<file path="config.mk">
export PLATFORM = sky130hd
export DESIGN_NAME = memory_stage
export DESIGN_NICKNAME = d
export VERILOG_FILES = /design/src/source/mips_pkg.sv /design/src/source/memory_stage.sv
export VERILOG_INCLUDE_DIRS = /design/src /design/src/source
export SDC_FILE = /design/constraint.sdc
export NUM_CORES = 1
export LEC_CHECK = 0
export ABC_AREA = 1
export BUFFER_PORTS_ARGS = -buffer_cell sky130_fd_sc_hd__buf_2
export CORE_AREA = 2 2 74 76
export CTS_CLUSTER_DIAMETER = 50
export DETAILED_ROUTE_END_ITERATION = 7
export DIE_AREA = 0 0 76 78
export PLACE_DENSITY = 0.62
export SYNTH_ARGS = -nofsm -noshare
export SYNTH_HDL_FRONTEND = slang
export SYNTH_SLANG_ARGS = --single-unit
</file>
<file path="constraint.sdc">
create_clock -name clk -period 0.85 [get_ports clk]
set_input_delay 0.17 -clock clk [delete_from_list [all_inputs] [get_ports clk]]
set_output_delay 0.17 -clock clk [all_outputs]
set_load 0.01 [all_outputs]
</file>
<file path="src/source/mips_settings.svh">
`ifndef MIPS_SETTINGS_SVH
`define MIPS_SETTINGS_SVH

//////////////////////////////
// datapath and memory sizes
//////////////////////////////

// data and instruction width
`define MIPS_WORD_BITS 32

// unified memory is word addressed
`define MIPS_MEM_ADDR_BITS 8
`define MIPS_MEM_WORDS 256

// register file
`define MIPS_REG_ADDR_BITS 5
`define MIPS_REG_COUNT 32

`endif
</file>
<file path="src/source/mips_pkg.sv">
`include "mips_settings.svh"

package mips_pkg;

	//////////////////////////////
	// encodings
	//////////////////////////////

	// primary opcode field, bits 31:26
	typedef enum logic [5:0] {
		op_special = 6'h00,
		op_j = 6'h02,
		op_beq = 6'h04,
		op_addi = 6'h08,
		op_lw = 6'h23,
		op_sw = 6'h2b,
		op_halt = 6'h3f
	} opcode_e;

	// function field of r-type, bits 5:0
	typedef enum logic [5:0] {
		fn_addu = 6'h21,
		fn_subu = 6'h23,
		fn_and = 6'h24,
		fn_or = 6'h25,
		fn_slt = 6'h2a
	} funct_e;

	typedef enum logic [2:0] {
		alu_add,
		alu_sub,
		alu_and,
		alu_or,
		alu_slt
	} alu_op_e;

	// current owner of the unified memory
	typedef enum logic [1:0] {
		gnt_none,
		gnt_fetch,
		gnt_data,
		gnt_load
	} grant_e;

	//////////////////////////////
	// buses and pipeline registers
	//////////////////////////////

	typedef struct packed {
		logic valid;
		logic write;
		logic [`MIPS_MEM_ADDR_BITS-1:0] addr;
		logic [`MIPS_WORD_BITS-1:0] wdata;
	} mem_req_t;

	typedef struct packed {
		logic valid;
		logic [`MIPS_MEM_ADDR_BITS-1:0] pc_plus1;
		logic [`MIPS_WORD_BITS-1:0] instr;
	} if_id_t;

	typedef struct packed {
		logic valid;
		alu_op_e alu_op;
		logic use_imm;
		// control flags
		logic is_branch;
		logic is_jump;
		logic mem_read;
		logic mem_write;
		logic reg_write;
		logic halt;
		// operands
		logic [`MIPS_REG_ADDR_BITS-1:0] dest;
		logic [`MIPS_WORD_BITS-1:0] rs_val;
		logic [`MIPS_WORD_BITS-1:0] rt_val;
		logic [`MIPS_WORD_BITS-1:0] imm;
		logic [`MIPS_MEM_ADDR_BITS-1:0] pc_plus1;
		logic [`MIPS_MEM_ADDR_BITS-1:0] jump_target;
	} id_ex_t;

	typedef struct packed {
		logic valid;
		logic mem_read;
		logic mem_write;
		logic reg_write;
		logic halt;
		logic [`MIPS_REG_ADDR_BITS-1:0] dest;
		logic [`MIPS_WORD_BITS-1:0] alu_result;
		logic [`MIPS_WORD_BITS-1:0] store_data;
	} ex_mem_t;

	// register file write port
	typedef struct packed {
		logic en;
		logic [`MIPS_REG_ADDR_BITS-1:0] idx;
		logic [`MIPS_WORD_BITS-1:0] data;
	} wb_t;

endpackage

</file>
<file path="src/source/memory_stage.sv">
`include "mips_settings.svh"

module memory_stage (
	input logic clk,
	input logic arst_n,
	input logic load_en,
	input mips_pkg::ex_mem_t ex_mem,
	output mips_pkg::mem_req_t data_req,
	input logic data_gnt,
	input logic [`MIPS_WORD_BITS-1:0] data_word,
	output mips_pkg::wb_t wb,
	output logic halted
);

	logic halted_q;
	logic active;

	// instructions behind the halt stay silent
	assign active = ex_mem.valid && !halted_q && !load_en;

	// data access at the alu word address
	always_comb begin
		data_req.valid = active && (ex_mem.mem_read || ex_mem.mem_write);
		data_req.write = active && ex_mem.mem_write;
		data_req.addr = ex_mem.alu_result[`MIPS_MEM_ADDR_BITS-1:0];
		data_req.wdata = ex_mem.store_data;
	end

	// write-back select, load data or alu result
	always_comb begin
		wb.en = active && ex_mem.reg_write && (!ex_mem.mem_read || data_gnt);
		wb.idx = ex_mem.dest;
		wb.data = ex_mem.mem_read ? data_word : ex_mem.alu_result;
	end

	// halt level, cleared only by loader or reset
	always_ff @(posedge clk or negedge arst_n) begin
		if (!arst_n)
			halted_q <= 1'b0;
		else if (load_en)
			halted_q <= 1'b0;
		else if (ex_mem.valid && ex_mem.halt)
			halted_q <= 1'b1;
	end

	assign halted = halted_q;

endmodule

</file>
==> impl_metrics.toml <==
[global_routing]
grt_pass1_wl_um = 4560
grt_max_degree = 18
overflow = 0
globalRouteTotalUtil = 0.0895
grt_pass1_vias = 972
antenna_found_initial = 0

[setup_path]
worst_setup_path_start_kind = "primary input"
cp.arrival_ns = 0.76
critPathSlowestCell = "buf_12"
worst_setup_path_end_kind = "output port"
crit_family = "buffers and inverters"
crit_top_cell = "nand2_4"
max_stage_delay_ns = 0.15
crit_buf_inv = 3
critPathKind = "in -> out"
worst-path-max-fanout = 8
required_ns = 0.68
crit_chain = "buf_16 > buf_12 > nand2_4 > nand2_4 > nor2_4 > buf_6"

[yosys]
yosys_warnings = 0
syn_nets = 272
synth_top_cell_by_area = "buf_4"
seq_area_frac_synth = 0.0284
synthFlopType = "dfrtp_1"
synth_cell_types = 12
synth.area.top_cells = "buf_4, inv_1, nand2_1"
synth_edf_count = 0
synth_seq_cells = 1
syn_area_sq_um = 880
async_flop_share = 1.00
ys_top_cells_by_count = "buf_4, inv_1, nand2_1, o21ai_0, o21ai_1"
syn-instance-count = 162
synth.most_common_cell = "buf_4"
syn_area_per_cell_sq_um = 5.43
yosysTopAreaCellShare = 0.384

[drt]
drc_errors = 0
vias_per_cell = 3.88
first_iter_violations = 14
wl_um = 3630
first_pass_iters = 2
vias = 1200
wl_per_cell_um = 11.7
antenna_left = 0

[die]
die_h_um = 78
coreArea_sq_um = 5040
io_pins = 191
dieArea_sq_um = 5930
row_count = 26
start_util = 0.174
die_w_um = 76

[timing]
post-route-min-period_ns = 0.928
rsz0062_at_grt = "true"
worst_pin_slew_ns = 0.126
hold_viol = 0
clock_skew_ns = 0
fin_crit_sh = 1.09
whs_ns = 0.340
final-setup-viol-count = 33
max_freq_mhz = 1080
worst_slack_ns = -0.0778
drv_slew = 0
final.setup.tns_ns = -1.23
slew-limit-headroom = 0.916

[worst_hold_path]
hold_path_class = "in -> out"

[layout]
area_growth_pct = 98.3
nNetsFinal = 351
final_util = 0.346
drive_gt1_frac = 0.787
diodes = 0
largest_reg_flops = 1

[place]
gp_congestion = 0.686
dp_slack_ns = -0.165
detailed_place_hpwl_um = 2300
numPortBuffers = 116

[status]
status = "complete, but fails checks"
violations = "setup timing"

[power_and_ir_drop]
power_density_nw_per_um2 = 553
vdd_drop_max_mv = 0.367
leakage_nw = 1.05
power_w = 0.000965

[clock_tree]
clk_latency_ns = 0
cts_setup_buffers = 0

[flow_run]
drv_cap = 0
[through the flow]
stage / std cells / cell area [sq um]
after CTS: 303 / 1390
after detailed placement: 299 / 1230
after floorplan: 162 / 915
final: 309 / 1740
after global placement: 299 / 1230
after global routing: 309 / 1740
[report_power, final]
group          switching, W  internal, W  total (W)
logic              0.000434     0.000477   0.000911
registers        0.00000192    0.0000516  0.0000536
clock network             0            0          0
[per-layer routing]
layer  GRT usage  vias to the layer above  share of wire
met3      0.0291                        4          0.090
met1      0.0996                      522           0.39
met4     0.00909                        0         0.0039
met2       0.171                       78           0.52
met5           0                        -              0
li1            -                      596              -
[cells in the final DEF, fill, tap and decap left out]
| master | n |
|---|---|
| a21oi_1 | 1 |
| nand2_4 | 12 |
| dfrtp_1 | 1 |
| buf_12 | 2 |
| buf_16 | 4 |
| clkbuf_16 | 6 |
| o21ai_2 | 24 |
| buf_4 | 1 |
| buf_2 | 112 |
| buf_6 | 3 |
| inv_2 | 1 |
| nand3_4 | 1 |
| nor2_4 | 4 |
| inv_1 | 35 |
| o21ai_1 | 8 |
| nand2_1 | 5 |
| dlygate4sd3_1 | 1 |
| nand2_2 | 18 |
[cell families (layout without fill, tap and decap cells)]
family,after synthesis,in the layout,share of synthesized area
DFF,1,1,0.0284
buffers and inverters,88,165,0.612
AOI/OAI and AO/OA,33,33,0.188
and+or+nand+nor,40,40,0.172
[final cells by class]
class / instances / area [sq um]
Fill cell: 548 / 3300
Timing Repair Buffer: 129 / 912
Inverter: 36 / 135
Sequential cell: 1 / 25.0
Multi-Input combinational cell: 73 / 584
Tap cell: 70 / 87.6
[worst paths after layout]
check	startpoint	to	slack, ns	cells after the start
worst max register to register	halted$_DFFE_PN0P_	halted$_DFFE_PN0P_	0.14	3
worst min-delay path	ex_mem[10]	data_req[10]	0.34	0
worst min register to register	halted$_DFFE_PN0P_	halted$_DFFE_PN0P_	0.63	3
worst max-delay path	ex_mem[72]	wb[37]	-0.08	6
min in group asynchronous	arst_n	halted$_DFFE_PN0P_	0.48	2
max in group asynchronous	arst_n	halted$_DFFE_PN0P_	0.28	2
[what timing repair did]
| action | 4_1_cts | 5_1_grt |
|---|---|---|
| hold buffers | 1 | 0 |
| pin swaps | 7 | 23 |
| resized for setup | 41 | 60 |
| endpoints found under the hold margin | 1 | 0 |
| setup endpoints to repair | 35 | 35 |
| gates cloned | 3 | 6 |
(Power assumes the default switching activity.)
