File: src/source/mips_settings.svh
`ifndef MIPS_SETTINGS_SVH
`define MIPS_SETTINGS_SVH

//////////////////////////////
// datapath and memory sizes
//////////////////////////////

// data and instruction width
`define MIPS_WORD_BITS 32

// unified memory is word addressed
`define MIPS_MEM_ADDR_BITS 8
`define MIPS_MEM_WORDS 256

// register file
`define MIPS_REG_ADDR_BITS 5
`define MIPS_REG_COUNT 32

`endif
File: src/source/mips_pkg.sv
`include "mips_settings.svh"

package mips_pkg;

	//////////////////////////////
	// encodings
	//////////////////////////////

	// primary opcode field, bits 31:26
	typedef enum logic [5:0] {
		op_special = 6'h00,
		op_j = 6'h02,
		op_beq = 6'h04,
		op_addi = 6'h08,
		op_lw = 6'h23,
		op_sw = 6'h2b,
		op_halt = 6'h3f
	} opcode_e;

	// function field of r-type, bits 5:0
	typedef enum logic [5:0] {
		fn_addu = 6'h21,
		fn_subu = 6'h23,
		fn_and = 6'h24,
		fn_or = 6'h25,
		fn_slt = 6'h2a
	} funct_e;

	typedef enum logic [2:0] {
		alu_add,
		alu_sub,
		alu_and,
		alu_or,
		alu_slt
	} alu_op_e;

	// current owner of the unified memory
	typedef enum logic [1:0] {
		gnt_none,
		gnt_fetch,
		gnt_data,
		gnt_load
	} grant_e;

	//////////////////////////////
	// buses and pipeline registers
	//////////////////////////////

	typedef struct packed {
		logic valid;
		logic write;
		logic [`MIPS_MEM_ADDR_BITS-1:0] addr;
		logic [`MIPS_WORD_BITS-1:0] wdata;
	} mem_req_t;

	typedef struct packed {
		logic valid;
		logic [`MIPS_MEM_ADDR_BITS-1:0] pc_plus1;
		logic [`MIPS_WORD_BITS-1:0] instr;
	} if_id_t;

	typedef struct packed {
		logic valid;
		alu_op_e alu_op;
		logic use_imm;
		// control flags
		logic is_branch;
		logic is_jump;
		logic mem_read;
		logic mem_write;
		logic reg_write;
		logic halt;
		// operands
		logic [`MIPS_REG_ADDR_BITS-1:0] dest;
		logic [`MIPS_WORD_BITS-1:0] rs_val;
		logic [`MIPS_WORD_BITS-1:0] rt_val;
		logic [`MIPS_WORD_BITS-1:0] imm;
		logic [`MIPS_MEM_ADDR_BITS-1:0] pc_plus1;
		logic [`MIPS_MEM_ADDR_BITS-1:0] jump_target;
	} id_ex_t;

	typedef struct packed {
		logic valid;
		logic mem_read;
		logic mem_write;
		logic reg_write;
		logic halt;
		logic [`MIPS_REG_ADDR_BITS-1:0] dest;
		logic [`MIPS_WORD_BITS-1:0] alu_result;
		logic [`MIPS_WORD_BITS-1:0] store_data;
	} ex_mem_t;

	// register file write port
	typedef struct packed {
		logic en;
		logic [`MIPS_REG_ADDR_BITS-1:0] idx;
		logic [`MIPS_WORD_BITS-1:0] data;
	} wb_t;

endpackage

File: src/source/fetch_stage.sv
`include "mips_settings.svh"

module fetch_stage (
	input logic clk,
	input logic arst_n,
	input logic load_en,
	input logic halted,
	input logic redirect,
	input logic [`MIPS_MEM_ADDR_BITS-1:0] redirect_pc,
	output mips_pkg::mem_req_t fetch_req,
	input logic fetch_gnt,
	input logic [`MIPS_WORD_BITS-1:0] fetch_word,
	output mips_pkg::if_id_t if_id
);

	logic [`MIPS_MEM_ADDR_BITS-1:0] pc_q;
	logic [`MIPS_MEM_ADDR_BITS-1:0] pc_plus1;
	logic valid_q;
	logic [`MIPS_MEM_ADDR_BITS-1:0] pc_plus1_q;
	logic [`MIPS_WORD_BITS-1:0] instr_q;

	assign pc_plus1 = pc_q + 1'b1;

	// one read per cycle while running, never a write
	always_comb begin
		fetch_req.valid = !load_en && !halted;
		fetch_req.write = 1'b0;
		fetch_req.addr = pc_q;
		fetch_req.wdata = '0;
	end

	// pc and the valid bit of the fetch/decode register
	always_ff @(posedge clk or negedge arst_n) begin
		if (!arst_n) begin
			pc_q <= '0;
			valid_q <= 1'b0;
		end else if (load_en) begin
			pc_q <= '0;
			valid_q <= 1'b0;
		end else if (!halted) begin
			if (redirect) begin
				// word fetched this cycle is on the wrong path
				pc_q <= redirect_pc;
				valid_q <= 1'b0;
			end else if (fetch_gnt) begin
				pc_q <= pc_plus1;
				valid_q <= 1'b1;
			end else begin
				// memory busy with data, retry same pc
				valid_q <= 1'b0;
			end
		end
	end

	// instruction payload, only on a granted read
	always_ff @(posedge clk) begin
		if (fetch_gnt) begin
			pc_plus1_q <= pc_plus1;
			instr_q <= fetch_word;
		end
	end

	always_comb begin
		if_id.valid = valid_q;
		if_id.pc_plus1 = pc_plus1_q;
		if_id.instr = instr_q;
	end

endmodule

File: config.mk
export PLATFORM = sky130hd
export DESIGN_NAME = fetch_stage
export DESIGN_NICKNAME = d
export VERILOG_FILES = /design/src/source/mips_pkg.sv /design/src/source/fetch_stage.sv
export VERILOG_INCLUDE_DIRS = /design/src /design/src/source
export SDC_FILE = /design/constraint.sdc
export NUM_CORES = 1
export LEC_CHECK = 0
export CAP_MARGIN = 20
export CORE_ASPECT_RATIO = 1.2
export CORE_UTILIZATION = 28
export CTS_CLUSTER_DIAMETER = 50
export CTS_CLUSTER_SIZE = 16
export DETAILED_ROUTE_END_ITERATION = 10
export DONT_BUFFER_PORTS = 1
export PLACE_DENSITY = 0.52
export SKIP_CTS_REPAIR_TIMING = 1
export SYNTH_ARGS = -nofsm -noshare
export SYNTH_HDL_FRONTEND = slang
export SYNTH_SLANG_ARGS = --single-unit
File: constraint.sdc
create_clock -name clk -period 2.66 [get_ports clk]
set_input_delay 0.399 -clock clk [delete_from_list [all_inputs] [get_ports clk]]
set_output_delay 0.399 -clock clk [all_outputs]
set_load 0.01 [all_outputs]
==> impl_metrics.tcl <==
set metrics [dict create \
    synthCells 147 \
    reg2reg_setup_slack_ns 1.08 \
    vias 1074 \
    port_buffers 0 \
    drc 0 \
    worstSetupPathType "flip-flop to flip-flop" \
    synthesis.area_sq_mm 0.00213 \
    wl_per_cell_microns 17.5 \
    crit_arrival_ns 1.79 \
    n_antenna_cell 0 \
    seq_area_frac_synth_pct 66.9 \
    status "finished clean" \
    finish.utilization_pct 30.2 \
    via_per_inst 4.46 \
    cp_max_fo 6 \
    die_x_microns 81.7 \
    vdd_drop_max_v 0.000305 \
    wl_mm 4.21 \
    design.core.area_sq_mm 0.00732 \
    p_per_area_mw_per_mm2 695 \
    grt_pass1_vias 1048 \
    antenna_found_initial 0 \
    setup_viol 0 \
    worstReg2RegStart "pc_q[0]" \
    ios 129 \
    ys_seq_elements 49 \
    cts_tree "built" \
    final_nets 197 \
    power_w 0.00154 \
    skew_ns 0.00954 \
    cts_inserted_buffers 5 \
    met3_usage_pct 3.85 \
    die_h_microns 97.6 \
    cts_sinks 49 \
    max_freq_ghz 0.635 \
    dr.first_iter.drc_count 25 \
    use_met2_pct 17.1 \
    met1_usage_pct 11.5 \
    p_leak_nw 0.841 \
    synth_cell_types 36 \
    dominantRegCellSynth "edfxtp_1" \
    hold_viol_final 0 \
    htreeDepth 2 \
    synth_edf_count 40 \
    syn_to_final_growth_pct 3.58 \
    cp.required_ns 2.87 \
    drv_slew 0 \
    grt_max_degree 47 \
    critPathLaunch "pc_q[0]" \
    drive_gt1_share_pct 6.62 \
    grt_most_used_layer "met2" \
    clockBufferDepth 2 \
    drt_pre_antenna_iters 4 \
    max_cap_violations 0 \
    synth_warnings 0 \
    start_util_pct 29.1 \
    place.detailed.hpwl_mm 3.08 \
    die-area_sq_mm 0.00797 \
    avgSynthCellArea_sq_um 14.5 \
    hp-class "primary input to flip-flop" \
    clkSlewWorstSetupHoldPaths_ns 0.10 \
    gr-total-overflow 0 \
    grt_pass1_wl_mm 5.82 \
    cts-root-buf "clkbuf_8" \
    worstMarginPinSlew_ns 0.550 \
    netlist.area_leader.share_pct 56.3 \
    start_kind "flip-flop" \
    fin_crit_sh_pct 59.2 \
    synth_top_cell_by_area "edfxtp_1" \
    synthArstFlopShare_pct 18.4 \
    min_period_ns 1.58 \
    min_from "load_en" \
    gp_congestion 0.749 \
    crit_end "pc_q[6]" \
    cp-end-kind "flip-flop" \
    rsz0062_at_grt "false" \
    synth_area_leaders "edfxtp_1 56%, buf_4 12%, dfrtp_1 11%" \
    reg2reg_to "pc_q[6]" \
    r2r_cells 4 \
    worstSkewPairLatency_ns 0.30 \
    setup_tns_ns 0 \
    ant_nets 0 \
    row_count 34 \
    track_usage_pct 10.2 \
    relSlewSlack_pct 62.9 \
]
[stage by stage]
stage / std cells / instance area, sq um / setup slack (ns) / hold WS [ns]
2_1_floorplan: 179 / 2250 / 1.30 / 0.103
6_report: 241 / 2210 / 1.08 / 0.149
4_1_cts: 240 / 2200 / 1.05 / -0.237
3_5_place_dp: 232 / 2090 / 1.06 / 0.104
5_1_grt: 241 / 2210 / 0.966 / 0.130
3_3_place_gp: 232 / 2090 / 1.09 / 0.104
[area by class of cell]
cell class | count | area, sq um
tap | 90 | 113
timing repair buffer | 1 | 10.0
fill | 726 | 5110
sequential | 49 | 1430
clock inverter | 3 | 41.3
multi-input combinational | 89 | 534
inverter | 4 | 15.0
clock buffer | 5 | 68.8
[cells by family after synthesis]
family | share of synthesized area (%)
DFF | 66.9
muxes | 1.17
adders and majority gates | 0.587
other | 0.176
buffers and inverters | 13.7
xor gates and xnor gates | 2.46
AOI/OAI and AO/OA | 7.28
and+or+nand+nor | 7.75
[power by group]
group          internal, W  switching (W)  leakage, nW
clock network     0.000277       0.000243       0.0518
registers         0.000894      0.0000605        0.516
logic            0.0000196      0.0000413        0.273
[how the worst min path moves through the flow]
stage | to | slack [ns] | cells after the start
2_1_floorplan | pc_q[0] | 0.10 | 0
3_3_place_gp | pc_q[7] | 0.10 | 0
3_5_place_dp | pc_q[7] | 0.10 | 0
4_1_cts | pc_q[0] | -0.24 | 0
5_1_grt | valid_q | 0.13 | 1
6_report | valid_q | 0.15 | 1
[cells in the mapped netlist, drive strengths merged, types with 4 or more instances]
| cell | n |
|---|---|
| buf | 36 |
| dfrtp | 9 |
| a21oi | 4 |
| nand3 | 6 |
| nor2 | 6 |
| xor2 | 4 |
| nand2 | 6 |
| inv | 4 |
| edfxtp | 40 |
[critical path, cell delays in order, from the launching register on]
cell      delay, ns
dfrtp_1        0.55
ha_1           0.33
nand2_1        0.10
o41a_1         0.33
o221ai_1       0.17
[placed cells by master, fill, tap and decap left out, types with 4 or more instances in the layout]
cell type | synthesis | routed
clkbuf_8 | 0 | 5
inv_1 | 4 | 4
nor2_1 | 6 | 6
nand2_1 | 6 | 6
conb_1 | 1 | 33
edfxtp_1 | 40 | 40
nand3_1 | 5 | 5
dfrtp_1 | 9 | 9
a21oi_1 | 4 | 4
xor2_1 | 4 | 4
[metal layers]
metal | wire (microns) | up-vias | share of wire (%)
met5 | 0 | - | 0
met3 | 403 | 2 | 9.6
li1 | - | 476 | -
met2 | 2030 | 102 | 48
met4 | 34 | 0 | 0.81
met1 | 1740 | 494 | 41
[flip-flops by register name, summed over array words and instances (netlist names)]
signal and cells:
instr_q 32, pc_plus1_q 8, pc_q 8, valid_q 1
No activity file was read; power rests on OpenSTA's default activity.
