`config.mk`:
```
export PLATFORM = sky130hd
export DESIGN_NAME = execute_stage
export DESIGN_NICKNAME = d
export VERILOG_FILES = /design/src/source/mips_pkg.sv /design/src/source/execute_stage.sv
export VERILOG_INCLUDE_DIRS = /design/src /design/src/source
export SDC_FILE = /design/constraint.sdc
export NUM_CORES = 1
export LEC_CHECK = 0
export BUFFER_PORTS_ARGS = -buffer_cell sky130_fd_sc_hd__buf_2
export CAP_MARGIN = 0
export CORE_MARGIN = 1
export CORE_UTILIZATION = 30
export CTS_BUF_LIST = sky130_fd_sc_hd__clkbuf_16
export DETAILED_ROUTE_END_ITERATION = 12
export PLACE_DENSITY = 0.56
export SLEW_MARGIN = 20
export SYNTH_ARGS = -nofsm -noshare
export SYNTH_HDL_FRONTEND = slang
export SYNTH_SLANG_ARGS = --single-unit
export TNS_END_PERCENT = 10
```
`constraint.sdc`:
```
create_clock -name clk -period 2.93 [get_ports clk]
set_input_delay 0 -clock clk [delete_from_list [all_inputs] [get_ports clk]]
set_output_delay 0 -clock clk [all_outputs]
set_load 0.02 [all_outputs]
```
`src/source/mips_settings.svh`:
```
`ifndef MIPS_SETTINGS_SVH
`define MIPS_SETTINGS_SVH

//////////////////////////////
// datapath and memory sizes
//////////////////////////////

// data and instruction width
`define MIPS_WORD_BITS 32

// unified memory is word addressed
`define MIPS_MEM_ADDR_BITS 8
`define MIPS_MEM_WORDS 256

// register file
`define MIPS_REG_ADDR_BITS 5
`define MIPS_REG_COUNT 32

`endif
```
`src/source/mips_pkg.sv`:
```
`include "mips_settings.svh"

package mips_pkg;

	//////////////////////////////
	// encodings
	//////////////////////////////

	// primary opcode field, bits 31:26
	typedef enum logic [5:0] {
		op_special = 6'h00,
		op_j = 6'h02,
		op_beq = 6'h04,
		op_addi = 6'h08,
		op_lw = 6'h23,
		op_sw = 6'h2b,
		op_halt = 6'h3f
	} opcode_e;

	// function field of r-type, bits 5:0
	typedef enum logic [5:0] {
		fn_addu = 6'h21,
		fn_subu = 6'h23,
		fn_and = 6'h24,
		fn_or = 6'h25,
		fn_slt = 6'h2a
	} funct_e;

	typedef enum logic [2:0] {
		alu_add,
		alu_sub,
		alu_and,
		alu_or,
		alu_slt
	} alu_op_e;

	// current owner of the unified memory
	typedef enum logic [1:0] {
		gnt_none,
		gnt_fetch,
		gnt_data,
		gnt_load
	} grant_e;

	//////////////////////////////
	// buses and pipeline registers
	//////////////////////////////

	typedef struct packed {
		logic valid;
		logic write;
		logic [`MIPS_MEM_ADDR_BITS-1:0] addr;
		logic [`MIPS_WORD_BITS-1:0] wdata;
	} mem_req_t;

	typedef struct packed {
		logic valid;
		logic [`MIPS_MEM_ADDR_BITS-1:0] pc_plus1;
		logic [`MIPS_WORD_BITS-1:0] instr;
	} if_id_t;

	typedef struct packed {
		logic valid;
		alu_op_e alu_op;
		logic use_imm;
		// control flags
		logic is_branch;
		logic is_jump;
		logic mem_read;
		logic mem_write;
		logic reg_write;
		logic halt;
		// operands
		logic [`MIPS_REG_ADDR_BITS-1:0] dest;
		logic [`MIPS_WORD_BITS-1:0] rs_val;
		logic [`MIPS_WORD_BITS-1:0] rt_val;
		logic [`MIPS_WORD_BITS-1:0] imm;
		logic [`MIPS_MEM_ADDR_BITS-1:0] pc_plus1;
		logic [`MIPS_MEM_ADDR_BITS-1:0] jump_target;
	} id_ex_t;

	typedef struct packed {
		logic valid;
		logic mem_read;
		logic mem_write;
		logic reg_write;
		logic halt;
		logic [`MIPS_REG_ADDR_BITS-1:0] dest;
		logic [`MIPS_WORD_BITS-1:0] alu_result;
		logic [`MIPS_WORD_BITS-1:0] store_data;
	} ex_mem_t;

	// register file write port
	typedef struct packed {
		logic en;
		logic [`MIPS_REG_ADDR_BITS-1:0] idx;
		logic [`MIPS_WORD_BITS-1:0] data;
	} wb_t;

endpackage

```
`src/source/execute_stage.sv`:
```
`include "mips_settings.svh"

module execute_stage (
	input logic clk,
	input logic arst_n,
	input logic load_en,
	input logic halted,
	input mips_pkg::id_ex_t id_ex,
	output logic redirect,
	output logic [`MIPS_MEM_ADDR_BITS-1:0] redirect_pc,
	output mips_pkg::ex_mem_t ex_mem
);
	import mips_pkg::*;

	logic [`MIPS_WORD_BITS-1:0] alu_b;
	logic [`MIPS_WORD_BITS-1:0] alu_y;
	logic [`MIPS_MEM_ADDR_BITS-1:0] branch_pc;
	logic taken;
	ex_mem_t nxt;
	ex_mem_t ex_mem_q;
	logic valid_q;

	//////////////////////////////
	// alu
	//////////////////////////////

	always_comb begin
		alu_b = id_ex.use_imm ? id_ex.imm : id_ex.rt_val;
		case (id_ex.alu_op)
			alu_add: alu_y = id_ex.rs_val + alu_b;
			alu_sub: alu_y = id_ex.rs_val - alu_b;
			alu_and: alu_y = id_ex.rs_val & alu_b;
			alu_or: alu_y = id_ex.rs_val | alu_b;
			// signed compare
			alu_slt: alu_y = {{(`MIPS_WORD_BITS-1){1'b0}},
				$signed(id_ex.rs_val) < $signed(alu_b)};
			default: alu_y = '0;
		endcase
	end

	// branch and jump resolve here
	assign branch_pc = id_ex.pc_plus1 + id_ex.imm[`MIPS_MEM_ADDR_BITS-1:0];
	assign taken = id_ex.valid && !halted &&
		(id_ex.is_jump || (id_ex.is_branch && id_ex.rs_val == id_ex.rt_val));
	assign redirect = taken;
	assign redirect_pc = id_ex.is_jump ? id_ex.jump_target : branch_pc;

	//////////////////////////////
	// ex/mem register
	//////////////////////////////

	always_comb begin
		nxt.valid = id_ex.valid;
		nxt.mem_read = id_ex.mem_read;
		nxt.mem_write = id_ex.mem_write;
		// control transfers never write a register
		nxt.reg_write = id_ex.reg_write && !id_ex.is_branch && !id_ex.is_jump;
		nxt.halt = id_ex.halt;
		nxt.dest = id_ex.dest;
		nxt.alu_result = alu_y;
		nxt.store_data = id_ex.rt_val;
	end

	always_ff @(posedge clk or negedge arst_n) begin
		if (!arst_n)
			valid_q <= 1'b0;
		else if (load_en)
			valid_q <= 1'b0;
		else if (!halted)
			valid_q <= id_ex.valid;
	end

	always_ff @(posedge clk) begin
		if (!halted)
			ex_mem_q <= nxt;
	end

	always_comb begin
		ex_mem = ex_mem_q;
		ex_mem.valid = valid_q;
	end

endmodule

```
==> metrics.txt <==
Hold Path Class in2reg; WL final 31500 um; Setup crit start kind primary input; Post-Synth XOR/XNOR Area 7.07%; top cell family by delay on the critical path compound AO/OA/AOI/OAI gates; synth top area cells edfxtp_1, ha_1, xnor2_1; Total GRT Usage 22.3%; hpwl dp 24600 um; reg2reg path depth 3; Hold Path End ex_mem[70]; WP data required 3.02 ns; H-tree depth 3; Bufs on Longest Clock Path 2; failing checks setup timing; max cap viols 0; drt via density 5.00; Core Box Area 27000 sq um; GPL Wtd Cong 0.908; syn_area_per_cell 8.98 sq um; wire per inst 18.3 um; main combinational cell family by area after synthesis compound AO/OA/AOI/OAI gates; Period minus WS final 2.98 ns; simple-gate share of the synthesized area 12.5%; area delta synth->final 49.1%; CP max stage delay 0.47 ns; synth warn 0; worst slew pin tran 0.910 ns; Clock Skews 0 ns; Post-Synthesis Cells 925; final setup vio count 5; I/O pin cnt 215; critical path's slowest cell a2111o_1; largest net degree at the start of global routing 48; RSZ-0062 raised after global routing yes; # rows 60; Critical Path Fanout Max 6; Reg2Reg Launch Point valid_q; Adder-Cell Fraction of Synth Area 18.3%; Fmax 336 MHz; clock buffer count from CTS 9; FF-to-FF setup slack 1.74 ns; hold path startpoint id_ex[118]; Synth Cell Area 8310 sq um; Pwr Density 397 nW/um^2; CTS clk-pin slew, worst paths 0.07 ns; worst setup margin -0.0484 ns; worst-path cell chain buf_16 -> buf_12 -> mux2i_4 -> ha_4 -> and4bb_1 -> nor3b_4 -> a221oi_4 -> buf_6 -> a2111oi_4 -> o2111ai_4 -> a2111o_1 -> a22oi_2 -> xnor2_2 -> o221ai_2; syn_nets 1177; worst setup path class in2reg; Starting Density 30.7%; CTS tree done; sequential element share of the synthesized area 26.7%; most frequent cell after synthesis ha_1; number of synthesized flops with an enable pin 73; DP Cell Count 1659; cell area after placement 11200 sq um; Yosys top cell by area edfxtp_1; Net count, final 1632; hold depth 2; CP Buf/Inv Count 3; ANT cells 0; First-pass DRT Iterations 5; part of the cycle the worst path needs 102%; synth cell count leaders ha_1, inv_1, a21oi_1; maximum vdd ir drop 0.000226 V; filler cell count 2732; initial antenna violation count 0; number of global-route vias before repair 8645; final core occ 45.8%; global route overflow 0; compound-gate portion of the synthesized area 21.8%; later-pin clock latency in the skew report 0.35 ns; mux contribution to synthesized area 5.15%; I/O Buffers 214; final instance area 12400 sq um; Die ar. 28400 sq um; arrival time at the worst endpoint 3.07 ns; RR Endpoint valid_q; Final Non-Filler Cells 1726; Fin Setup TNS -0.136 ns; DR DRC count 0; die height 168 um; total number of vias 8627; Yosys reg bits 74; root buffer cell clkbuf_16; ys flop type edfxtp_1; Setup crit end kind flop; clk sinks 74; number of hold violations in the final report 0; die width 168 um; layout cells sized above 1 38.1%; Slew HR 39.3%; DR iter-0 viols 498; Synth top area share 26.4%; status complete, but fails checks; max-slew violations 0; post-route ant nets 0; first-pass GRT wire length 48700 um; Unique masters post-synth 83; Leakage 0.00581 uW; async set-reset flop share out of synthesis 1.35%; Place WS -0.579 ns
repair_timing:
item,CTS,global route
pin swaps,17,15
hold buffers,45,0
gates cloned,2,0
resized for setup,30,26
endpoints found under the setup margin,15,17
endpoints found under the hold margin,43,0
buffers inserted,3,1
per-stage QoR:
stage,hold slack (ns),power [uW]
after floorplan,-0.296,2570
after global placement,-0.225,3510
after detailed placement,-0.221,3510
after CTS,0.0178,4890
after global routing,0.0337,5190
final,0.0169,4920
flip-flops by register name, summed over array words and instances (netlist names):
signal,flops
ex_mem,73
valid_q,1
layout make-up:
| cell class | count | area (sq um) | share of cell area (%) |
|---|---|---|---|
| multi-input cells | 709 | 5710 | 46.1 |
| repair buffers | 487 | 3340 | 27.0 |
| flip-flops and latches | 74 | 2220 | 17.9 |
| well taps | 341 | 427 | 3.44 |
| inverters | 99 | 373 | 3.01 |
| clock buffers | 9 | 225 | 1.82 |
| clock inverters | 7 | 93.8 | 0.758 |
kinds of logic after synthesis:
logic type	after synthesis
and+or+nand+nor	220
muxes	41
AOI/OAI and AO/OA	261
xor gates and xnor gates	67
DFF	74
buffers and inverters	142
adders and majority gates	120
layer usage:
metal | GRT usage, % | routed length [um]
met3 | 2.94 | 1640
met4 | 4.66 | 293
met5 | 0 | 0
met2 | 37.7 | 14800
met1 | 30.3 | 14800
power by group:
part | switching (uW) | internal (uW) | leakage [uW]
Clock | 525 | 748 | 0.000157
Sequential | 26.9 | 1280 | 0.000723
Combinational | 1270 | 1070 | 0.00494
cell usage in the layout, fill, tap and decap left out, types with 11 or more instances in the layout:
| cell | Yosys | layout |
|---|---|---|
| nor2_1 | 69 | 68 |
| o211ai_1 | 11 | 11 |
| buf_2 | 1 | 213 |
| nand3_1 | 12 | 12 |
| xor2_1 | 11 | 11 |
| o21bai_1 | 14 | 14 |
| dlygate4sd3_1 | 0 | 45 |
| o221ai_1 | 19 | 16 |
| ha_1 | 117 | 111 |
| nand4_1 | 12 | 12 |
| edfxtp_1 | 73 | 73 |
| nand2_1 | 63 | 63 |
| nor3_1 | 19 | 19 |
| buf_4 | 1 | 222 |
| inv_1 | 96 | 94 |
| o21ai_0 | 36 | 35 |
| mux2i_1 | 36 | 23 |
| xnor2_1 | 56 | 54 |
| a21oi_1 | 79 | 76 |
how the worst max path moves through the flow:
| stage | slack [ns] | to | startpoint | cells past startpoint |
|---|---|---|---|---|
| floorplan | -0.32 | ex_mem[62] | id_ex[123] | 15 |
| global placement | -0.53 | ex_mem[56] | id_ex[123] | 14 |
| detailed placement | -0.58 | ex_mem[62] | id_ex[123] | 14 |
| CTS | -0.09 | ex_mem[62] | id_ex[123] | 14 |
| global route | -0.17 | ex_mem[56] | id_ex[123] | 14 |
| finish | -0.05 | ex_mem[56] | id_ex[123] | 14 |
(Power assumes the default switching activity.)
