--- src/source/mips_settings.svh ---
`ifndef MIPS_SETTINGS_SVH
`define MIPS_SETTINGS_SVH

//////////////////////////////
// datapath and memory sizes
//////////////////////////////

// data and instruction width
`define MIPS_WORD_BITS 32

// unified memory is word addressed
`define MIPS_MEM_ADDR_BITS 8
`define MIPS_MEM_WORDS 256

// register file
`define MIPS_REG_ADDR_BITS 5
`define MIPS_REG_COUNT 32

`endif
--- src/source/mips_pkg.sv ---
`include "mips_settings.svh"

package mips_pkg;

	//////////////////////////////
	// encodings
	//////////////////////////////

	// primary opcode field, bits 31:26
	typedef enum logic [5:0] {
		op_special = 6'h00,
		op_j = 6'h02,
		op_beq = 6'h04,
		op_addi = 6'h08,
		op_lw = 6'h23,
		op_sw = 6'h2b,
		op_halt = 6'h3f
	} opcode_e;

	// function field of r-type, bits 5:0
	typedef enum logic [5:0] {
		fn_addu = 6'h21,
		fn_subu = 6'h23,
		fn_and = 6'h24,
		fn_or = 6'h25,
		fn_slt = 6'h2a
	} funct_e;

	typedef enum logic [2:0] {
		alu_add,
		alu_sub,
		alu_and,
		alu_or,
		alu_slt
	} alu_op_e;

	// current owner of the unified memory
	typedef enum logic [1:0] {
		gnt_none,
		gnt_fetch,
		gnt_data,
		gnt_load
	} grant_e;

	//////////////////////////////
	// buses and pipeline registers
	//////////////////////////////

	typedef struct packed {
		logic valid;
		logic write;
		logic [`MIPS_MEM_ADDR_BITS-1:0] addr;
		logic [`MIPS_WORD_BITS-1:0] wdata;
	} mem_req_t;

	typedef struct packed {
		logic valid;
		logic [`MIPS_MEM_ADDR_BITS-1:0] pc_plus1;
		logic [`MIPS_WORD_BITS-1:0] instr;
	} if_id_t;

	typedef struct packed {
		logic valid;
		alu_op_e alu_op;
		logic use_imm;
		// control flags
		logic is_branch;
		logic is_jump;
		logic mem_read;
		logic mem_write;
		logic reg_write;
		logic halt;
		// operands
		logic [`MIPS_REG_ADDR_BITS-1:0] dest;
		logic [`MIPS_WORD_BITS-1:0] rs_val;
		logic [`MIPS_WORD_BITS-1:0] rt_val;
		logic [`MIPS_WORD_BITS-1:0] imm;
		logic [`MIPS_MEM_ADDR_BITS-1:0] pc_plus1;
		logic [`MIPS_MEM_ADDR_BITS-1:0] jump_target;
	} id_ex_t;

	typedef struct packed {
		logic valid;
		logic mem_read;
		logic mem_write;
		logic reg_write;
		logic halt;
		logic [`MIPS_REG_ADDR_BITS-1:0] dest;
		logic [`MIPS_WORD_BITS-1:0] alu_result;
		logic [`MIPS_WORD_BITS-1:0] store_data;
	} ex_mem_t;

	// register file write port
	typedef struct packed {
		logic en;
		logic [`MIPS_REG_ADDR_BITS-1:0] idx;
		logic [`MIPS_WORD_BITS-1:0] data;
	} wb_t;

endpackage

--- src/source/decode_stage.sv ---
`include "mips_settings.svh"

module decode_stage (
	input logic clk,
	input logic arst_n,
	input logic load_en,
	input logic halted,
	input logic flush,
	input mips_pkg::if_id_t if_id,
	input mips_pkg::wb_t wb,
	input logic [`MIPS_REG_ADDR_BITS-1:0] dbg_reg_addr,
	output logic [`MIPS_WORD_BITS-1:0] dbg_reg_data,
	output mips_pkg::id_ex_t id_ex
);
	import mips_pkg::*;

	logic [`MIPS_WORD_BITS-1:0] regs [`MIPS_REG_COUNT];
	opcode_e opcode;
	funct_e funct;
	logic [`MIPS_REG_ADDR_BITS-1:0] rs;
	logic [`MIPS_REG_ADDR_BITS-1:0] rt;
	logic [`MIPS_REG_ADDR_BITS-1:0] rd;
	id_ex_t dec;
	id_ex_t id_ex_q;
	logic valid_q;

	// register read with write-through of the current write-back
	function automatic logic [`MIPS_WORD_BITS-1:0] read_reg(
		input logic [`MIPS_REG_ADDR_BITS-1:0] idx
	);
		if (idx == '0)
			return '0;
		else if (wb.en && wb.idx == idx)
			return wb.data;
		else
			return regs[idx];
	endfunction

	//////////////////////////////
	// field split
	//////////////////////////////

	assign opcode = opcode_e'(if_id.instr[31:26]);
	assign funct = funct_e'(if_id.instr[5:0]);
	assign rs = if_id.instr[25:21];
	assign rt = if_id.instr[20:16];
	assign rd = if_id.instr[15:11];

	//////////////////////////////
	// control decode
	//////////////////////////////

	always_comb begin
		dec = '0;
		dec.valid = if_id.valid;
		dec.alu_op = alu_add;
		dec.rs_val = read_reg(rs);
		dec.rt_val = read_reg(rt);
		dec.imm = {{(`MIPS_WORD_BITS-16){if_id.instr[15]}}, if_id.instr[15:0]};
		dec.pc_plus1 = if_id.pc_plus1;
		// instruction index is a word address already
		dec.jump_target = if_id.instr[`MIPS_MEM_ADDR_BITS-1:0];
		// i-type writes rt
		dec.dest = rt;
		case (opcode)
			op_special: begin
				dec.dest = rd;
				dec.reg_write = 1'b1;
				case (funct)
					fn_addu: dec.alu_op = alu_add;
					fn_subu: dec.alu_op = alu_sub;
					fn_and: dec.alu_op = alu_and;
					fn_or: dec.alu_op = alu_or;
					fn_slt: dec.alu_op = alu_slt;
					// unsupported function acts as nop
					default: dec.reg_write = 1'b0;
				endcase
			end
			op_addi: begin
				dec.use_imm = 1'b1;
				dec.reg_write = 1'b1;
			end
			op_lw: begin
				// address = rs + offset
				dec.use_imm = 1'b1;
				dec.mem_read = 1'b1;
				dec.reg_write = 1'b1;
			end
			op_sw: begin
				dec.use_imm = 1'b1;
				dec.mem_write = 1'b1;
			end
			op_beq: begin
				dec.alu_op = alu_sub;
				dec.is_branch = 1'b1;
			end
			op_j: dec.is_jump = 1'b1;
			op_halt: dec.halt = 1'b1;
			// unknown opcode, nop
			default: ;
		endcase
	end

	// debug port shares the read path
	always_comb begin
		dbg_reg_data = read_reg(dbg_reg_addr);
	end

	//////////////////////////////
	// register file and id/ex
	//////////////////////////////

	// r0 never written
	always_ff @(posedge clk) begin
		if (wb.en && wb.idx != '0)
			regs[wb.idx] <= wb.data;
	end

	always_ff @(posedge clk or negedge arst_n) begin
		if (!arst_n)
			valid_q <= 1'b0;
		else if (load_en)
			valid_q <= 1'b0;
		else if (!halted)
			valid_q <= if_id.valid && !flush;
	end

	always_ff @(posedge clk) begin
		if (!halted)
			id_ex_q <= dec;
	end

	always_comb begin
		id_ex = id_ex_q;
		id_ex.valid = valid_q;
	end

endmodule

--- config.mk ---
export PLATFORM = sky130hd
export DESIGN_NAME = decode_stage
export DESIGN_NICKNAME = d
export VERILOG_FILES = /design/src/source/mips_pkg.sv /design/src/source/decode_stage.sv
export VERILOG_INCLUDE_DIRS = /design/src /design/src/source
export SDC_FILE = /design/constraint.sdc
export NUM_CORES = 2
export LEC_CHECK = 0
export BUFFER_PORTS_ARGS = -buffer_cell sky130_fd_sc_hd__buf_2
export CAP_MARGIN = 15
export CORE_ASPECT_RATIO = 0.7
export CORE_UTILIZATION = 58
export DETAILED_ROUTE_END_ITERATION = 6
export PLACE_DENSITY = 0.76
export SLEW_MARGIN = 40
export SYNTH_ARGS = -nofsm -noshare
export SYNTH_HDL_FRONTEND = slang
export SYNTH_SLANG_ARGS = --single-unit
--- constraint.sdc ---
create_clock -name clk -period 4.5 [get_ports clk]
set_clock_uncertainty 0.2 [all_clocks]
set_input_delay 0.225 -clock clk [delete_from_list [all_inputs] [get_ports clk]]
set_output_delay 0.225 -clock clk [all_outputs]
set_load 0.01 [all_outputs]
==> metrics list <==
* Outcome: finished, violations left
- Violations in the final reports: DRC
- The tree is rooted in a clkbuf_16.
- Y dimension of the die: 270.8 um
- CTS Buf Count: 109
- Of all nets on the critical path, the largest fanout is 26.
* Startpoint of the worst register-to-register path: regs[3][27]
* Die Footprint: 104,500 um^2
* Crit path cell chain: buf_4 > buf_4 > buf_4 > mux4_2 > mux2i_1 > nor2_1 > a311oi_1 > a21oi_1 > buf_2
- In this run the register-to-register setup slack is 1.99 ns.
- For this design the total switching power over the nets is 6.271 mW.
- Total Neg Setup Slack: 0 ns
- Highest attainable clock frequency: 0.2886 GHz
* Time the worst path needs with I/O delays and setup: 3.465 ns
- Sorting the synthesized cells by area gives the leading types as edfxtp_1, mux4_2, mux2i_1.
- Of the total power, the clock network draws 0.398.
- Clock network latency to the later pin of the worst-skew pair: 0.75 ns
- Final Hold Vio Count: 0
* Routed wire length per instance: 40.72 um
* Synth Area in Compound Gates: 0.07612
- Setup repair after global routing missed its margin: no
- Fraction of power consumed by combinational cells: 0.124
- The min-delay analysis places its worst path in the category input port to flip-flop.
- Data arrives at the worst endpoint at 3.04 ns.
- Design Area, Final: 68,100 um^2
* First-pass GRT wire length: 299.6 mm
- The max-slew violation count came to 0.
* Post-detail-place hpwl: 126.1 mm
- Count of TritonRoute iterations in the first routing pass: 7
- Adder and majority gate portion of the synthesized area: 0
- Min-delay src: if_id[5]
- Via count of the first global-routing pass: 40,410
- The number of antenna violations at the first check in global routing came to 16.
- Initial standard-cell utilization of the core: 0.5860
* Final Net Count: 3,901
- Launching element of the worst setup path: dbg_reg_addr[2]
- Area fraction of the dominant cell type after synthesis: 0.5655
- For the worst setup path, the data required time is 4.07 ns.
- The synthesized design spends more area on one cell type than any other, namely edfxtp_1.
* Total routed wirelength: 214.6 mm
- Cell area reported after detailed placement: 63,280 um^2
- Cell internal power was estimated by the tool at 18.80 mW.
* Critical Path Start Type: input port
- Across the VDD grid, the largest voltage drop is 0.2977 mV.
- For this run, the register share of the synthesized area comes to 0.5659.
- The worst setup path is of the input port to output pin kind.
- H-tree levels: 3
- Sort of element at the end of the critical path: output pin
- Post-Synth XOR/XNOR Area: 0.002341
- Main combinational cell family by area after synthesis: multiplexers
- Of the total synthesized cell area, the portion taken by AND, OR, NAND and NOR gates is 0.02670.
- At the end of routability-driven placement, the weighted congestion stood at 0.9350.
- Worst path max stage delay: 0.41 ns
- The number of different library cells used by synthesis comes to 55.
* Number of buffers on the longest clock path: 3
- Mux share of post-synthesis cell area: 0.2989
- The first routing iteration left 8,620 violations.
- The routed layout has 42,480 vias.
- By instance count, the cell type seen most on the critical path is buf_4.
- Number of fill cells in the layout: 6,693
- End of the worst register-to-register path: id_ex[75]
- At the pin with the least slew margin, the transition time is 0.9640 ns.
- Pwr dens: 368.2 nW/um^2
- Number of port buffers: 248
- Of the cells placed in the final design, the portion with a size suffix greater than 1 is 0.3303.
* Post-synth EDFFs: 1,127
- Number of nets still failing antenna checks after routing: 0
- Clock-pin slew was measured on the worst setup and hold paths at 0.07 ns.
* Cells after synthesis: 3,527
- Post-CTS resize count: 0
- Combined area of all synthesized cells: 59,850 um^2
- Across every metal layer, demand over resource in global routing totals 0.4098.
- The initialized floorplan defines 98 standard-cell rows.
* Number of flip-flops and latches in the synthesized netlist: 1,128
- Number of maximum-capacitance violations: 0
- For this run, the number of Yosys warnings is 0.
- The clock net in this run drives a total of 1,128 sinks.
* Top-count cell post-synth: edfxtp_1
- Counting instances in the post-synthesis netlist gives the leading cell types as edfxtp_1, mux4_2, mux2i_1, nand2_1, clkbuf_1.
* Hold depth: 2
* Cell leakage power: 22.82 nW
* Maximum number of pins on one net before global-route repair: 76
- Of the available clock period, the critical path in the final layout requires 0.7701.
* Io pins: 249
- Summed over all layers, the global routing overflow is 0.
- Of the total power, registers draw 0.477.
- Die width: 385.9 um
* Slowest-stage cell, CP: buf_4
- Async set-reset flop share out of synthesis: 0.0008865
- Cell depth of the worst flop-to-flop path: 4
- Area grow syn2layout: 13.79%
* Worst setup path endpoint: dbg_reg_data[12]
- Setup violations remaining at the end of the flow were counted as 0.
* Core box area: 102,100 um^2
* Drt via density: 8.061
- Post-Syn Area per Cell: 16.97 um^2
- Sw frac: 0.2501
* Most used flip-flop cell after synthesis: edfxtp_1
- Headroom to the max-slew limit: 0.3574
- For this run, design rule violations remaining after detail routing come to 1.
- Clock tree from TritonCTS: yes
==> cell families after synthesis <==
group / count (synthesis)
AOI/OAI and AO/OA: 614
other: 1
and+or+nand+nor: 365
buffers and inverters: 357
xor gates and xnor gates: 16
muxes: 1046
DFF: 1128
==> worst min path at each step <==
stage	end	slack, ns
after floorplan	valid_q	-0.27
after global placement	valid_q	-0.20
after detailed placement	valid_q	-0.20
after CTS	id_ex[21]	0.003
after global routing	id_ex[27]	0.02
final	id_ex[21]	0.03
==> registers in the layout (all words and copies together), names as in the netlist <==
| register | count |
|---|---|
| valid_q | 1 |
| id_ex | 103 |
| regs | 1024 |
==> timing repair <==
| action | in CTS | in global routing |
|---|---|---|
| hold endpoints to repair | 1110 | 0 |
| buffers inserted | 0 | 0 |
| hold buffers | 91 | 0 |
==> layout make-up <==
class / count / area, um^2 / area share
antenna: 12 / 30.03 / 0.0004409
clock buffer: 130 / 2849 / 0.04184
clock inverter: 77 / 988.4 / 0.01451
inverter: 2 / 10.01 / 0.0001470
multi-input combinational: 2073 / 24650 / 0.3619
sequential: 1128 / 33870 / 0.4973
tap: 1350 / 1689 / 0.02480
timing repair buffer: 498 / 4019 / 0.05901
==> metal layers <==
metal / vias to the layer above / part of all wire / global-route usage
met4: 6 / 0.059 / 0.2026
met3: 929 / 0.19 / 0.1884
met2: 4780 / 0.42 / 0.5606
met5: - / 0.00014 / 0.0009259
li1: 15680 / - / -
met1: 21080 / 0.33 / 0.5527
==> metrics by stage <==
| step | setup WS (ns) | utilization | cells | power, mW | hold slack (ns) |
|---|---|---|---|---|---|
| detailed placement | 1.188 | 0.6195 | 4958 | 15.08 | -0.1961 |
| global placement | 0.9470 | 0.6186 | 4953 | 15.04 | -0.2000 |
| finish | 1.035 | 0.6667 | 5270 | 25.07 | 0.02910 |
| floorplan | 1.495 | - | 3558 | 13.92 | -0.2706 |
| global route | 1.073 | 0.6665 | 5262 | 25.50 | 0.02182 |
| CTS | 1.157 | 0.6660 | 5256 | 24.88 | 0.002633 |
==> power groups by stage <==
stage               Sequential, mW  Clock [mW]  Combinational (mW)
finish                        12.0        9.99                3.12
global route                  12.0        10.3                3.18
CTS                           12.0        9.94                2.99
detailed placement            12.2           0                2.90
global placement              12.2           0                2.87
floorplan                     12.2           0                1.75
==> cell usage in the layout, fill, tap and decap left out, types with 79 or more instances in the layout <==
cell type,n
edfxtp_1,1127
mux4_2,586
mux2i_1,391
buf_2,236
nand2_1,212
a22oi_1,146
buf_4,113
clkbuf_16,111
a21oi_1,95
dlygate4sd3_1,91
a211oi_1,79
==> critical path: cells and delay by family <==
family	cells	cell delay (ns)
muxes	2	0.76
buffers and inverters	4	1.32
and+or+nand+nor	1	0.08
AOI/OAI and AO/OA	2	0.57
(Power assumes the default switching activity.)
